[src/code_rom.hex]
// one instruction word per line, from address 0 upward
// fields: opcode[15:12] rd[11:8] then rs[7:4] or imm, target or port in [7:0]
0401    // 00 op_ldi  r4, 0x01  mask for mailbox full
0502    // 01 op_ldi  r5, 0x02  mask for tx busy
b001    // 02 op_in   r0, status
3040    // 03 op_and  r0, r4
9002    // 04 op_jz   r0, 02  mailbox empty, poll again
b100    // 05 op_in   r1, mailbox  read clears full
02ff    // 06 op_ldi  r2, 0xff
5210    // 07 op_xor  r2, r1
c202    // 08 op_out  r2, led
7310    // 09 op_mov  r3, r1
6330    // 0a op_swap r3, r3
1310    // 0b op_add  r3, r1  low byte is hi + lo
b001    // 0c op_in   r0, status
3050    // 0d op_and  r0, r5
a00c    // 0e op_jnz  r0, 0c  transmitter still busy
c303    // 0f op_out  r3, uart
8000    // 10 op_jmp  00
8000    // 11 only prefetched behind the jump, squashed
8000    // 12 only prefetched, arrives invalid

[src/mcu_pkg.sv]
package mcu_pkg;

    // data path and address widths
    typedef logic [15:0] word_t;
    typedef logic [7:0]  pc_t;
    typedef logic [3:0]  reg_idx_t;
    typedef logic [3:0]  port_t;
    typedef logic [7:0]  byte_t;

    // program memory size, one word per pc value
    localparam int rom_depth = 256;

    // general purpose registers r0..r15
    localparam int reg_count = 16;

    // 115200 bps from 50 MHz
    localparam int baud_divisor = 434;
    localparam int baud_cnt_width = $clog2(baud_divisor);

    // i/o port map
    localparam port_t port_mailbox = 4'd0;
    localparam port_t port_status  = 4'd1;
    localparam port_t port_led     = 4'd2;
    localparam port_t port_uart    = 4'd3;

    // status word bit positions
    localparam int status_full_bit = 0;
    localparam int status_busy_bit = 1;

    // instr[15:12] opcode, [11:8] rd, [7:4] rs or [7:0] imm / target / port
    typedef enum logic [3:0] {
        op_ldi  = 4'h0,
        op_add  = 4'h1,
        op_sub  = 4'h2,
        op_and  = 4'h3,
        op_or   = 4'h4,
        op_xor  = 4'h5,
        op_swap = 4'h6,
        op_mov  = 4'h7,
        op_jmp  = 4'h8,
        op_jz   = 4'h9,
        op_jnz  = 4'ha,
        op_in   = 4'hb,
        op_out  = 4'hc
    } opcode_t;

    // fetch to execute
    typedef struct packed {
        logic  valid;
        pc_t   pc;
        word_t instr;
    } fetch_word_t;

    // execute to i/o port, strobes last one cycle
    typedef struct packed {
        logic  wr_strobe;
        logic  rd_strobe;
        port_t port;
        word_t wdata;
    } io_req_t;

endpackage

[src/code_rom.sv]
`timescale 1ns/1ps

module code_rom (
    input  logic            clk50m,
    input  mcu_pkg::pc_t    addr,
    output mcu_pkg::word_t  instr
);

    // program image, one instruction word per line of the hex file
    mcu_pkg::word_t mem [mcu_pkg::rom_depth];

    // loaded once at elaboration
    initial begin
        $readmemh("/design/src/code_rom.hex", mem);
    end

    // registered read, word appears one clock after addr
    always_ff @(posedge clk50m) begin
        instr <= mem[addr];
    end

endmodule

[src/exec_stage.sv]
`timescale 1ns/1ps

module exec_stage (
    input  logic                 clk50m,
    input  logic                 rst,
    input  mcu_pkg::fetch_word_t fetch_word,
    output logic                 redirect,
    output mcu_pkg::pc_t         redirect_pc,
    output mcu_pkg::io_req_t     io_req,
    input  mcu_pkg::word_t       io_rdata
);

    mcu_pkg::opcode_t  opcode;
    mcu_pkg::reg_idx_t rd_idx;
    mcu_pkg::reg_idx_t rs_idx;
    mcu_pkg::byte_t    imm;
    mcu_pkg::word_t    rd_val;
    mcu_pkg::word_t    rs_val;
    mcu_pkg::word_t    result;
    logic              reg_wr;
    logic              take_jump;
    logic              live;

    // register file, no reset
    mcu_pkg::word_t regfile [mcu_pkg::reg_count];

    // field split
    assign opcode = mcu_pkg::opcode_t'(fetch_word.instr[15:12]);
    assign rd_idx = fetch_word.instr[11:8];
    assign rs_idx = fetch_word.instr[7:4];
    assign imm    = fetch_word.instr[7:0];

    // word after a taken jump is squashed while redirect is high
    assign live = fetch_word.valid && !redirect;

    // async read, write lands at end of cycle so no forwarding needed
    assign rd_val = regfile[rd_idx];
    assign rs_val = regfile[rs_idx];

    always_comb begin
        result    = '0;
        reg_wr    = 1'b0;
        take_jump = 1'b0;
        io_req    = '0;
        // port number sits in the low nibble of the immediate
        io_req.port  = imm[3:0];
        io_req.wdata = rd_val;
        case (opcode)
            mcu_pkg::op_ldi: begin
                result = {8'h00, imm};
                reg_wr = 1'b1;
            end
            mcu_pkg::op_add: begin
                result = rd_val + rs_val;
                reg_wr = 1'b1;
            end
            mcu_pkg::op_sub: begin
                result = rd_val - rs_val;
                reg_wr = 1'b1;
            end
            mcu_pkg::op_and: begin
                result = rd_val & rs_val;
                reg_wr = 1'b1;
            end
            mcu_pkg::op_or: begin
                result = rd_val | rs_val;
                reg_wr = 1'b1;
            end
            mcu_pkg::op_xor: begin
                result = rd_val ^ rs_val;
                reg_wr = 1'b1;
            end
            mcu_pkg::op_swap: begin
                // byte swap of rs into rd
                result = {rs_val[7:0], rs_val[15:8]};
                reg_wr = 1'b1;
            end
            mcu_pkg::op_mov: begin
                result = rs_val;
                reg_wr = 1'b1;
            end
            mcu_pkg::op_jmp: take_jump = 1'b1;
            mcu_pkg::op_jz:  take_jump = (rd_val == '0);
            mcu_pkg::op_jnz: take_jump = (rd_val != '0);
            mcu_pkg::op_in: begin
                // port answers in the same cycle
                result           = io_rdata;
                reg_wr           = 1'b1;
                io_req.rd_strobe = live;
            end
            mcu_pkg::op_out: io_req.wr_strobe = live;
            default: ;
        endcase
    end

    always_ff @(posedge clk50m) begin
        if (live && reg_wr) begin
            regfile[rd_idx] <= result;
        end
    end

    // registered redirect, fetch drops one more word in flight
    always_ff @(posedge clk50m) begin
        if (rst) begin
            redirect <= 1'b0;
        end else begin
            redirect <= live && take_jump;
        end
    end

    always_ff @(posedge clk50m) begin
        redirect_pc <= imm;
    end

    // two bubbles, then the jump target itself shows up from fetch
    a_redirect_lands: assert property (
        @(posedge clk50m) disable iff (rst)
        redirect |-> ##2 (fetch_word.valid && fetch_word.pc == $past(redirect_pc, 2))
    );

endmodule

[src/fetch_stage.sv]
`timescale 1ns/1ps

module fetch_stage (
    input  logic                 clk50m,
    input  logic                 rst,
    input  logic                 redirect,
    input  mcu_pkg::pc_t         redirect_pc,
    output mcu_pkg::pc_t         rom_addr,
    input  mcu_pkg::word_t       rom_instr,
    output mcu_pkg::fetch_word_t fetch_word
);

    // address going to the rom this cycle
    mcu_pkg::pc_t pc;
    // tag for the word the rom returns next cycle
    mcu_pkg::pc_t pc_q;
    logic         valid_q;

    assign rom_addr = pc;

    always_ff @(posedge clk50m) begin
        if (rst) begin
            pc      <= '0;
            pc_q    <= '0;
            valid_q <= 1'b0;
        end else begin
            pc_q <= pc;
            if (redirect) begin
                // restart at target, word now in the rom is stale
                pc      <= redirect_pc;
                valid_q <= 1'b0;
            end else begin
                // wrap at end of rom
                if (pc == mcu_pkg::pc_t'(mcu_pkg::rom_depth - 1)) begin
                    pc <= '0;
                end else begin
                    pc <= pc + 1'b1;
                end
                valid_q <= 1'b1;
            end
        end
    end

    // rom output register doubles as the instruction register
    always_comb begin
        fetch_word.valid = valid_q;
        fetch_word.pc    = pc_q;
        fetch_word.instr = rom_instr;
    end

    // redirect comes from a jump two words back, its successor
    // must still be a live word when the redirect lands
    a_redirect_on_valid: assert property (
        @(posedge clk50m) disable iff (rst)
        redirect |-> fetch_word.valid
    );

endmodule

[src/io_port.sv]
`timescale 1ns/1ps

module io_port (
    input  logic             clk50m,
    input  logic             rst,
    input  mcu_pkg::io_req_t io_req,
    output mcu_pkg::word_t   io_rdata,
    input  mcu_pkg::word_t   host_data,
    input  logic             host_strobe,
    input  logic             tx_busy,
    output logic             tx_strobe,
    output mcu_pkg::byte_t   tx_byte,
    output mcu_pkg::byte_t   led
);

    mcu_pkg::word_t mbox;
    logic           full;
    mcu_pkg::word_t status;

    // polled by software, no other flow control
    always_comb begin
        status = '0;
        status[mcu_pkg::status_full_bit] = full;
        status[mcu_pkg::status_busy_bit] = tx_busy;
    end

    // read mux, answers in the same cycle as rd_strobe
    always_comb begin
        case (io_req.port)
            mcu_pkg::port_mailbox: io_rdata = mbox;
            mcu_pkg::port_status:  io_rdata = status;
            mcu_pkg::port_led:     io_rdata = {8'h00, led};
            default:               io_rdata = '0;
        endcase
    end

    // host word overwrites whatever sits in the box
    always_ff @(posedge clk50m) begin
        if (host_strobe) begin
            mbox <= host_data;
        end
    end

    always_ff @(posedge clk50m) begin
        if (rst) begin
            full <= 1'b0;
            led  <= '0;
        end else begin
            // new host word wins over a same-cycle read
            if (host_strobe) begin
                full <= 1'b1;
            end else if (io_req.rd_strobe && io_req.port == mcu_pkg::port_mailbox) begin
                full <= 1'b0;
            end
            if (io_req.wr_strobe && io_req.port == mcu_pkg::port_led) begin
                led <= io_req.wdata[7:0];
            end
        end
    end

    // uart write passed straight through as a strobe
    assign tx_strobe = io_req.wr_strobe && (io_req.port == mcu_pkg::port_uart);
    assign tx_byte   = io_req.wdata[7:0];

endmodule

[src/mcu_top.sv]
`timescale 1ns/1ps

module mcu_top (
    input  logic           clk50m,
    input  logic           rst,
    input  mcu_pkg::word_t host_data,
    input  logic           host_strobe,
    output mcu_pkg::byte_t led,
    output logic           uart_txd
);

    // fetch side
    mcu_pkg::pc_t         rom_addr;
    mcu_pkg::word_t       rom_instr;
    mcu_pkg::fetch_word_t fetch_word;
    logic                 redirect;
    mcu_pkg::pc_t         redirect_pc;

    // i/o side
    mcu_pkg::io_req_t     io_req;
    mcu_pkg::word_t       io_rdata;
    logic                 tx_strobe;
    mcu_pkg::byte_t       tx_byte;
    logic                 tx_busy;

    code_rom rom0 (
        .clk50m (clk50m),
        .addr   (rom_addr),
        .instr  (rom_instr)
    );

    fetch_stage fetch0 (
        .clk50m      (clk50m),
        .rst         (rst),
        .redirect    (redirect),
        .redirect_pc (redirect_pc),
        .rom_addr    (rom_addr),
        .rom_instr   (rom_instr),
        .fetch_word  (fetch_word)
    );

    exec_stage exec0 (
        .clk50m      (clk50m),
        .rst         (rst),
        .fetch_word  (fetch_word),
        .redirect    (redirect),
        .redirect_pc (redirect_pc),
        .io_req      (io_req),
        .io_rdata    (io_rdata)
    );

    io_port io0 (
        .clk50m      (clk50m),
        .rst         (rst),
        .io_req      (io_req),
        .io_rdata    (io_rdata),
        .host_data   (host_data),
        .host_strobe (host_strobe),
        .tx_busy     (tx_busy),
        .tx_strobe   (tx_strobe),
        .tx_byte     (tx_byte),
        .led         (led)
    );

    // transmitter runs straight off clk50m with its own divider
    uart_tx uart0 (
        .clk50m    (clk50m),
        .rst       (rst),
        .tx_strobe (tx_strobe),
        .tx_byte   (tx_byte),
        .txd       (uart_txd),
        .tx_busy   (tx_busy)
    );

endmodule

[src/uart_tx.sv]
`timescale 1ns/1ps

module uart_tx (
    input  logic           clk50m,
    input  logic           rst,
    input  logic           tx_strobe,
    input  mcu_pkg::byte_t tx_byte,
    output logic           txd,
    output logic           tx_busy
);

    // stop, data lsb first, start; bit 0 is on the line
    logic [9:0]                          frame;
    logic [mcu_pkg::baud_cnt_width-1:0]  baud_cnt;
    logic [3:0]                          bit_cnt;
    logic                                baud_tick;

    assign baud_tick = (baud_cnt == mcu_pkg::baud_cnt_width'(mcu_pkg::baud_divisor - 1));

    // idle frame is all ones so the line rests high
    assign txd = frame[0];

    always_ff @(posedge clk50m) begin
        if (rst) begin
            frame    <= '1;
            baud_cnt <= '0;
            bit_cnt  <= '0;
            tx_busy  <= 1'b0;
        end else if (!tx_busy) begin
            baud_cnt <= '0;
            bit_cnt  <= '0;
            if (tx_strobe) begin
                // start bit goes out next cycle
                frame   <= {1'b1, tx_byte, 1'b0};
                tx_busy <= 1'b1;
            end
        end else if (baud_tick) begin
            baud_cnt <= '0;
            // shift ones in behind the stop bit
            frame    <= {1'b1, frame[9:1]};
            if (bit_cnt == 4'd9) begin
                // end of stop bit
                tx_busy <= 1'b0;
            end else begin
                bit_cnt <= bit_cnt + 1'b1;
            end
        end else begin
            baud_cnt <= baud_cnt + 1'b1;
        end
    end

    // software must poll status before writing the uart port
    a_no_strobe_busy: assert property (
        @(posedge clk50m) disable iff (rst)
        tx_strobe |-> !tx_busy
    );

endmodule

[config.mk]
export PLATFORM = sky130hd
export DESIGN_NAME = mcu_top
export DESIGN_NICKNAME = d
export VERILOG_FILES = /design/src/mcu_pkg.sv /design/src/code_rom.sv /design/src/exec_stage.sv /design/src/fetch_stage.sv /design/src/io_port.sv /design/src/mcu_top.sv /design/src/uart_tx.sv
export SDC_FILE = /design/constraint.sdc
export NUM_CORES = 1
export LEC_CHECK = 0
export BUFFER_PORTS_ARGS = -buffer_cell sky130_fd_sc_hd__buf_2
export CAP_MARGIN = 20
export CORE_MARGIN = 8
export CORE_UTILIZATION = 35
export DETAILED_ROUTE_END_ITERATION = 8
export GPL_TIMING_DRIVEN = 0
export SETUP_SLACK_MARGIN = 0.4
export SLEW_MARGIN = 15
export SYNTH_ARGS = -nofsm -noshare
export SYNTH_HDL_FRONTEND = slang
export SYNTH_MEMORY_MAX_BITS = 65536
export SYNTH_SLANG_ARGS = --single-unit
[constraint.sdc]
create_clock -name clk50m -period 1.8 [get_ports clk50m]
set_input_delay 0.18 -clock clk50m [delete_from_list [all_inputs] [get_ports clk50m]]
set_output_delay 0.18 -clock clk50m [all_outputs]
set_load 0.02 [all_outputs]
# Yosys cells after proc, flatten, opt, wreduce, memory -nomap -nowiden
# Memories as Yosys holds them, arrays and structs flattened. A register that Yosys moved wholly into a read port is not among the register bits.
# Index checks and enable logic that the tools add are counted.
word_totals:
  ram_bits: 256
  word_cells: 74
  ff_bits: 67
  n_memories: 1
  inputBits: 19
memory_table:
  columns: ["memory", "depth", "word_bits", "rd", "rd_clocked_by_memory_dff", "wr", "line_no", "source"]
  rows:
  - ["exec0.regfile", 16, 16, 1, 1, 1, "exec_stage.sv:25", "mcu_pkg::word_t regfile [mcu_pkg::reg_count];"]
classes:
  n_reduce_logical: 18
  n_bitwise: 5
  muxes: 18
  n_eq_ne: 18
  add_sub_neg: 4
op_table:
  columns: ["operator", "count"]
  rows:
  - ["16-bit one-hot mux with 9 select lines", 1]
  - ["16-bit one-hot mux with 3 select lines", 1]
  - ["10-bit 2-to-1 mux", 3]
  - ["4-bit == test, second input constant", 6]
  - ["16-bit adder", 1]
  - ["16-bit bitwise AND", 1]
  - ["4-bit by 2-bit == test with 1-bit output, second input constant", 4]
  - ["4-bit by 3-bit == test with 1-bit output, second input constant", 4]
  - ["16-bit logical NOT", 1]
  - ["16-bit bitwise OR", 1]
  - ["16-bit nonzero test", 1]
  - ["16-bit subtractor", 1]
  - ["16-bit XOR", 1]
  - ["1-bit 2-to-1 mux", 12]
  - ["9-bit by 1-bit adder with 9-bit output, second input constant", 1]
  - ["9-bit == test, second input constant", 1]
  - ["9-bit OR reduction", 1]
  - ["4-bit by 1-bit == test with 1-bit output, second input constant", 2]
  - ["4-bit logical NOT", 2]
  - ["1-bit logical AND", 6]
  - ["4-bit by 1-bit adder with 4-bit output, second input constant", 1]
  - ["2-bit AND reduction", 2]
  - ["2-bit nonzero test", 2]
  - ["1-bit one-hot mux with 3 select lines", 1]
  - ["other kinds (5)", 6]

# Depth between registers and ports, before layout
# Gate-level depths: netlist of run 1.
logic_depth:
  depth_word: 6
  ltp_mapped: 7
  ltp_nobuf: 5

# Hierarchy
# Synthesis of run 1 repeated with hierarchy kept, for this count alone.
unflattened:
  cells_unflattened: 1179
  hier_area_um2: 17618.1
by_module_without_submodules:
  columns: ["module", "cells_each", "area_per_inst_um2", "seq_area_each_um2", "n_inst"]
  rows:
  - ["exec_stage", 854, 14285.0, 7867.5, 1]
  - ["uart_tx", 130, 1263.7, 460.4, 1]
  - ["io_port", 96, 1177.4, 660.6, 1]
  - ["fetch_stage", 82, 768.2, 340.3, 1]
  - ["code_rom", 17, 123.9, 0.0, 1]

# Worst setup path after synthesis of run 1
# Ideal clock, no wire load.
synth_path:
  path_type: "register to register"
  from: "reg uart0.baud_cnt[1] in the netlist's numbering"
  to: "reg uart0.bit_cnt[0]"
  path_buffers: 1
  t_arrival_ns: 1.269
  synth_period_minus_slack_ns: 1.390
  path_slack_ns: 0.410
  stages_incl_launch_ff: 7
  path_cell_list: "dfxtp_1 inv_1 ha_1 and4b_1 buf_6 nand3_2 mux2_4"
synth_via:
  elab_chain_cells: 2
synth_rtl:
  columns: ["element", "line_no", "source"]
  rows:
  - ["from (decl)", "uart_tx.sv:14", "logic [mcu_pkg::baud_cnt_width-1:0] baud_cnt;"]
  - ["from (signal assigned)", "uart_tx.sv:48", "baud_cnt <= baud_cnt + 1'b1;"]
  - ["9-bit == test", "uart_tx.sv:18", "assign baud_tick = (baud_cnt == mcu_pkg::baud_cnt_width'(mcu_pkg::baud_divisor - 1));"]
  - ["2-bit AND reduction (no source line)", null, null]
  - ["to (signal assigned)", "uart_tx.sv:45", "bit_cnt <= bit_cnt + 1'b1;"]
  - ["to (decl)", "uart_tx.sv:15", "logic [3:0] bit_cnt;"]
# Every way passes these cells.
# A chain may end at the register's enable or synchronous reset.

# Final worst setup path of run 1
# Ends and elaborated chain as after synthesis.

==> results of run 1 <==
-- what timing repair did --
item                                    4_1_cts  5_1_grt
setup buffers                                 2        0
gates cloned                                  0        1
hold buffers                                  0        0
pin swaps                                     0        2
endpoints found under the setup margin       17       15
gates resized for setup                       3       13
endpoints found under the hold margin         0        0
-- power groups by stage --
| stage | Clock, mW | Sequential [mW] | Combinational, mW |
|---|---|---|---|
| after global placement | 0 | 0.520 | 0.0320 |
| after CTS | 0.256 | 0.508 | 0.0321 |
| final | 0.241 | 0.507 | 0.0332 |
| after global routing | 0.280 | 0.508 | 0.0355 |
| after detailed placement | 0 | 0.520 | 0.0321 |
| after floorplan | 0 | 0.520 | 0.0312 |
-- layout by cell type, fill, tap and decap left out, drive strengths merged, types with 2 or more instances in the layout --
cell	netlist	final
a31oi	3	3
inv	7	7
dfxtp	23	23
or3	2	2
xor2	2	2
nand2b	2	2
clkbuf	0	4
nand3	5	5
mux2i	8	8
a21oi	3	3
nand2	4	4
nand4	3	3
ha	4	4
buf	14	17
conb	1	8
nor2	18	18
-- cells in the mapped netlist (2+ instances only) --
cell	number	area, um2
sky130_fd_sc_hd__a21oi_1	3	15.0
sky130_fd_sc_hd__a31oi_1	3	18.8
sky130_fd_sc_hd__buf_2	2	10.0
sky130_fd_sc_hd__buf_4	9	67.6
sky130_fd_sc_hd__buf_6	3	33.8
sky130_fd_sc_hd__dfxtp_1	23	460
sky130_fd_sc_hd__ha_1	4	50.1
sky130_fd_sc_hd__inv_1	7	26.3
sky130_fd_sc_hd__mux2i_1	8	80.1
sky130_fd_sc_hd__nand2_1	4	15.0
sky130_fd_sc_hd__nand2b_1	2	12.5
sky130_fd_sc_hd__nand3_1	3	15.0
sky130_fd_sc_hd__nand3_2	2	20.0
sky130_fd_sc_hd__nand4_1	2	12.5
sky130_fd_sc_hd__nor2_1	18	67.6
sky130_fd_sc_hd__or3_1	2	12.5
sky130_fd_sc_hd__xor2_1	2	17.5
-- critical path, cell delays in order (launching register included) --
cell and delay, ns:
sky130_fd_sc_hd__dfxtp_2 0.35, sky130_fd_sc_hd__inv_2 0.06, sky130_fd_sc_hd__ha_4 0.12, sky130_fd_sc_hd__and4b_1 0.23
sky130_fd_sc_hd__buf_6 0.14, sky130_fd_sc_hd__nand3_2 0.10, sky130_fd_sc_hd__mux2_4 0.30
-- final cells by class --
class	count	area, um2
sequential	23	469
multi-input combinational	82	597
fill	302	1720
buffer	14	115
timing repair buffer	4	45.0
clock inverter	1	5.00
clock buffer	3	22.5
inverter	7	26.3
tap	44	55.1
-- kinds of logic (layout without fill, tap and decap cells) --
family,Yosys count,count (layout)
AOI/OAI and AO/OA,16,16
xor gates and xnor gates,3,3
adders and majority gates,4,4
buffers and inverters,21,29
DFF,23,23
muxes,9,9
other,1,8
and+or+nand+nor,42,42
-- final timing paths --
check                     from          endpoint  slack, ns
max          uart0.baud_cnt[1]  uart0.bit_cnt[0]       0.40
min                        rst    uart0.frame[8]       0.19
max reg2reg  uart0.baud_cnt[1]  uart0.bit_cnt[0]       0.40
min reg2reg     uart0.frame[8]    uart0.frame[8]       0.45
-- state kept, by name, indices dropped and copies added (netlist names) --
signal          count
uart0.baud_cnt      9
uart0.frame         9
uart0.bit_cnt       4
uart0.tx_busy       1
-- metal layers --
layer | GRT usage [%] | part of all wire, %
met2 | 14.9 | 51
met5 | 0 | 0
met4 | 1.33 | 0
met1 | 7.94 | 43
met3 | 3.98 | 6.4
==> reports/results.tsv, run 1 <==
stage	metric	value	unit
outcome	outcome	completed	
yosys	synth-warning-count	0	
yosys	async_flop_share	0	%
drt	detail_route.drc_violations	0	
sta	setup_repair_after_global_routing_missed_its_margin	true	
finish	final_net_count	158	
drt	final_antenna_net_count	0	
yosys	synth-seq-area-share	40.8	%
placed_design	place_ws	0.309	ns
power_and_ir_drop	fin_total_pwr	0.782	mW
floorplan	floorplan.rows	20	
sta	finalCriticalPeriod	1.40	ns
global_route	groute.usage.overall	8.06	%
floorplan	die_width	72.8	um
floorplan	floorplan.initialDensity	36.9	%
clock_network	cts_buffer_depth	2	
setup_path	cp.arrival	1.61	ns
placed_design	io_buffer_count	1	
power_and_ir_drop	part_of_the_power_in_combinational_logic	4.2	%
yosys	main_combinational_cell_family_by_area_after_synthesis	simple AND/OR/NAND/NOR gates	
floorplan	floorplan.core_area	3050	um2
drt	detail_route.iter0.violations	34	
clock_network	clock-sinks	23	
placed_design	place.detailed.instances	171	
sta	fin_worst_hold_slack	0.190	ns
sta	fin_crit_sh	77.7	%
setup_path	r2r_cells	6	
drt	vias	854	
finish	post_route_cells_drive_above_1_share	26.9	%
clock_network	cts_root_buf	sky130_fd_sc_hd__clkbuf_4	
yosys	synthDistinctLibCells	39	
yosys	share_of_the_synthesized_area_in_compound_gates_ao_oa_aoi_oai	10.3	%
flow_run	maxCapViolCount	0	
yosys	xor_xnor_share_of_the_synthesized_area	2.33	%
setup_path	cp_max_fo	7	
placed_design	dp_hpwl	1.39	mm
sta	report.final.setup_viol	0	
yosys	synth_cells	119	
power_and_ir_drop	power.share.clock	30.9	%
sta	timing.clock.skew	0.00575	ns
finish	final_design_instance_area_without_fill	1340	um2
yosys	synth.mux.area_fraction	8.44	%
yosys	area_share_of_and_or_nand_nor_cells_after_synthesis	21.1	%
clock_network	clk_transition_reported_paths	0.13	ns
clock_network	clock_insertion_delay_worst_skew	0.31	ns
floorplan	io-pin-count	28	
setup_path	critical_path_required	2.02	ns
finish	finish.utilization	43.7	%
floorplan	die_h	72.8	um
placed_design	placedInstanceArea	1210	um2
drt	drt_pre_antenna_iters	4	
setup_path	setup.worst_path.end_class	flop	
clock_network	cts.htree.levels	1	
floorplan	die-area	5290	um2
worst_hold_path	hold-path-cell-count	3	
global_route	antenna_violations_before_repair	0	
power_and_ir_drop	seq_power_share	64.9	%
yosys	synth_top_flop_cell	sky130_fd_sc_hd__dfxtp_1	
power_and_ir_drop	p_sw	0.179	mW
worst_hold_path	timing.hold.worst.class	input port to flop	
sta	maxSlewViolCount	0	
yosys	ys_seq_elements	23	
yosys	syn_area	1130	um2
global_route	grt_pass1_wl	3.46	mm
global_route	grt_pass1_vias	819	
sta	timing.setup.tns	0	ns
drt	routed_wirelength	2.03	mm
placed_design	gp_congestion	0.829	
drt	vias_per_cell	4.80	
setup_path	critPathLaunchType	flop	
yosys	synthAdderAreaFrac	4.44	%
power_and_ir_drop	power_density	586	nW/um2
sta	timing.final.hold_violations	0	
power_and_ir_drop	max-vdd-ir-drop	387	uV
setup_path	worst-setup-path-type	flop to flop	
global_route	grt_start_max_net_pins	14	
sta	clock.fmax	0.715	GHz
yosys	synthesis.area_per_instance	9.47	um2
global_route	overflow	0	
clock_network	cts-buffers-inserted	3	
yosys	synth-edff-count	0	
power_and_ir_drop	power.leakage	0.541	nW
drt	drt-wirelength-per-cell	11.4	um
sta	timing.final.ws_setup	0.402	ns
finish	area_delta_synth_final	18.4	%
power_and_ir_drop	power.internal	0.603	mW
power_and_ir_drop	sw_frac_of_total	22.8	%
finish	antenna_cells	0	
clock_network	cts_tree	yes	
finish	post_layout_nonfiller_instances	178	
(Power assumes the default switching activity.)
==> inputs of run 2 (changes only) <==
- ABC_AREA: unset -> 1
- clock period: 1.8 -> 1.4 ns (I/O delays scaled with it)
==> run 2 against run 1 <==
Largest power group unchanged. Synthesized cell count is 16% higher. Hold slack worse by 0.071 ns. Register-to-register slack worse by 0.20 ns. Design area is 14% higher. Maximum frequency is 17% higher. Flip-flop and latch count stayed put. Clock skew is 0.0075 ns higher.
==> reports/results.tsv, run 2 <==
stage	metric	value	unit
outcome	outcome	completed	
finish	final_net_count	192	
finish	area_delta_synth_final	33.8	%
setup_path	worstReg2RegEnd	uart0.baud_cnt[8]	
yosys	synthTopCellsByArea	sky130_fd_sc_hd__dfxtp_1, sky130_fd_sc_hd__nand2_1, sky130_fd_sc_hd__nand3_1, sky130_fd_sc_hd__buf_4, sky130_fd_sc_hd__nor2_1	
sta	timing.setup.tns	0	ns
clock_network	cts.htree.levels	1	
drt	detail_route.drc_violations	0	
drt	detail_route.iter0.violations	30	
clock_network	cts-buffers-inserted	3	
global_route	grt_pass1_vias	888	
setup_path	startpoint	uart0.baud_cnt[1]	
floorplan	die_width	73.0	um
placed_design	io_buffer_count	2	
floorplan	floorplan.core_area	3080	um2
clock_network	hold_buffers	0	
clock_network	cts_root_buf	sky130_fd_sc_hd__clkbuf_4	
clock_network	clock_insertion_delay_worst_skew	0.32	ns
yosys	synth_most_common_cell	sky130_fd_sc_hd__nand2_1	
setup_path	r2r_cells	8	
sta	maxSlewViolCount	0	
finish	leading_cell_type_in_the_layout_fill_and_taps_excluded	sky130_fd_sc_hd__buf_4	
floorplan	floorplan.initialDensity	37.0	%
finish	post_route_cells_drive_above_1_share	47.6	%
global_route	grt_start_max_net_pins	15	
yosys	main_combinational_cell_family_by_area_after_synthesis	simple AND/OR/NAND/NOR gates	
yosys	share_of_the_synthesized_area_in_compound_gates_ao_oa_aoi_oai	2.31	%
finish	final_cell_mix	sky130_fd_sc_hd__buf_4, sky130_fd_sc_hd__nand2_1, sky130_fd_sc_hd__nor2_1, sky130_fd_sc_hd__dfxtp_1, sky130_fd_sc_hd__nand3_1	
yosys	synthDistinctLibCells	27	
clock_network	clock-sinks	23	
setup_path	cp.arrival	1.41	ns
placed_design	place.detailed.instances	191	
floorplan	io-pin-count	28	
drt	vias_per_cell	4.56	
power_and_ir_drop	power_density	665	nW/um2
yosys	synth-seq-area-share	40.5	%
finish	biggestRegsByFlops	uart0.baud_cnt (9), uart0.frame (9), uart0.bit_cnt (4)	
yosys	synth-warning-count	0	
drt	vias	966	
yosys	synth.mux.area_fraction	0	%
yosys	synth_largest_type_area_fraction	40.5	%
placed_design	dp_hpwl	1.49	mm
floorplan	die_h	73.0	um
setup_path	setup.reg_to_reg.worst_slack	0.20	ns
sta	setup_repair_after_global_routing_missed_its_margin	true	
yosys	synth_top_cells_by_count	sky130_fd_sc_hd__nand2_1, sky130_fd_sc_hd__dfxtp_1, sky130_fd_sc_hd__nand3_1, sky130_fd_sc_hd__nor2_1	
finish	post_layout_nonfiller_instances	212	
yosys	async_flop_share	0	%
sta	timing.clock.skew	0.0132	ns
global_route	grt_pass1_wl	3.96	mm
power_and_ir_drop	power.leakage	0.705	nW
sta	clock.fmax	0.835	GHz
finish	antenna_cells	0	
setup_path	critPathLaunchType	flop	
yosys	ys_seq_elements	23	
clock_network	clk_transition_reported_paths	0.14	ns
global_route	groute.usage.overall	9.38	%
setup_path	cp_max_fo	8	
floorplan	floorplan.rows	20	
drt	final_antenna_net_count	0	
sta	finalCriticalPeriod	1.20	ns
sta	report.final.setup_viol	0	
yosys	synth_largest_area_cell	sky130_fd_sc_hd__dfxtp_1	
power_and_ir_drop	max-vdd-ir-drop	681	uV
yosys	synthAdderAreaFrac	4.40	%
placed_design	gp_congestion	0.733	
setup_path	startpoint_of_the_worst_register_to_register_path	uart0.baud_cnt[1]	
worst_hold_path	timing.hold.worst.class	input port to flop	
yosys	xor_xnor_share_of_the_synthesized_area	1.54	%
setup_path	timing.critical_path.to	uart0.baud_cnt[8]	
sta	timing.final.ws_setup	0.202	ns
yosys	synth_cells	138	
setup_path	setup.worst_path.end_class	flop	
setup_path	worst-setup-path-type	flop to flop	
sta	fin_crit_sh	85.6	%
global_route	overflow	0	
clock_network	cts_buffer_depth	2	
clock_network	cts_tree	yes	
drt	drt_pre_antenna_iters	4	
placed_design	place_ws	0.167	ns
yosys	area_share_of_and_or_nand_nor_cells_after_synthesis	41.7	%
yosys	synthesis.area_per_instance	8.24	um2
sta	timing.final.hold_violations	0	
flow_run	maxCapViolCount	0	
yosys	synth-edff-count	0	
setup_path	critical_path_required	1.61	ns
drt	drt-wirelength-per-cell	10.7	um
yosys	syn_area	1140	um2
floorplan	die-area	5330	um2
drt	routed_wirelength	2.27	mm
global_route	antenna_violations_before_repair	0	
yosys	synth_top_flop_cell	sky130_fd_sc_hd__dfxtp_1	
-- run 2: cell families after synthesis --
logic type	count (synthesis)
xor+xnor	2
fa+ha+maj	4
buf+inv	20
flops	23
compound gates	5
other cells	1
simple gates	83
-- run 2: report_power, final --
group	total, mW	switching (mW)	internal [mW]
Sequential	0.650	0	0.650
Clock	0.317	0.208	0.109
Combinational	0.0443	0.0280	0.0164
Total	1.01	0.236	0.775
-- run 2: metal layers --
metal,GRT usage [%],routed length [um],vias up
met5,0,0,-
met1,10.4,1000,455
met3,3.43,80,2
li1,-,-,499
met4,2.22,13,0
met2,16.4,1180,10
-- run 2: worst max-delay path, stage by stage, from the launching register on --
cell and delay (ns):
sky130_fd_sc_hd__dfxtp_2 0.35, sky130_fd_sc_hd__inv_2 0.06, sky130_fd_sc_hd__ha_4 0.15, sky130_fd_sc_hd__nand2_4 0.07, sky130_fd_sc_hd__nor2_8 0.18, sky130_fd_sc_hd__buf_4 0.15
sky130_fd_sc_hd__nand2_2 0.05, sky130_fd_sc_hd__nand3_1 0.07, sky130_fd_sc_hd__nor2_1 0.04
-- run 2: final cells by class --
type                       instances  area [um2]
fill                             320        1560
multi-input combinational        103         707
sequential                        23         479
timing repair buffer              18         145
buffer                             8        60.1
tap                               44        55.1
inverter                          12        45.0
clock buffer                       3        22.5
clock inverter                     1        7.51
-- run 2: worst min-delay path by stage --
stage,start,to,slack [ns],cells past startpoint
after floorplan,rst,uart0.bit_cnt[3],0.31,3
after global routing,rst,uart0.bit_cnt[0],0.13,4
after detailed placement,uart0.frame[8],uart0.frame[8],0.44,1
final,rst,uart0.bit_cnt[0],0.12,4
after CTS,rst,uart0.bit_cnt[0],0.11,4
after global placement,uart0.frame[8],uart0.frame[8],0.43,1
-- run 2: timing repair --
item                                    4_1_cts  5_1_grt
pin swaps                                    12        4
resized for setup                            20       11
cloned                                        1        0
endpoints found under the setup margin       23       24
setup buffers                                12        4
-- run 2: stage by stage --
stage | area, um2 | util [%] | power, mW | hold slack (ns)
floorplan | 1200 | - | 0.708 | 0.312
global placement | 1260 | 41.1 | 0.711 | 0.428
detailed placement | 1260 | 41.1 | 0.711 | 0.440
CTS | 1460 | 47.3 | 1.03 | 0.109
global route | 1520 | 49.4 | 1.06 | 0.132
finish | 1520 | 49.4 | 1.01 | 0.119
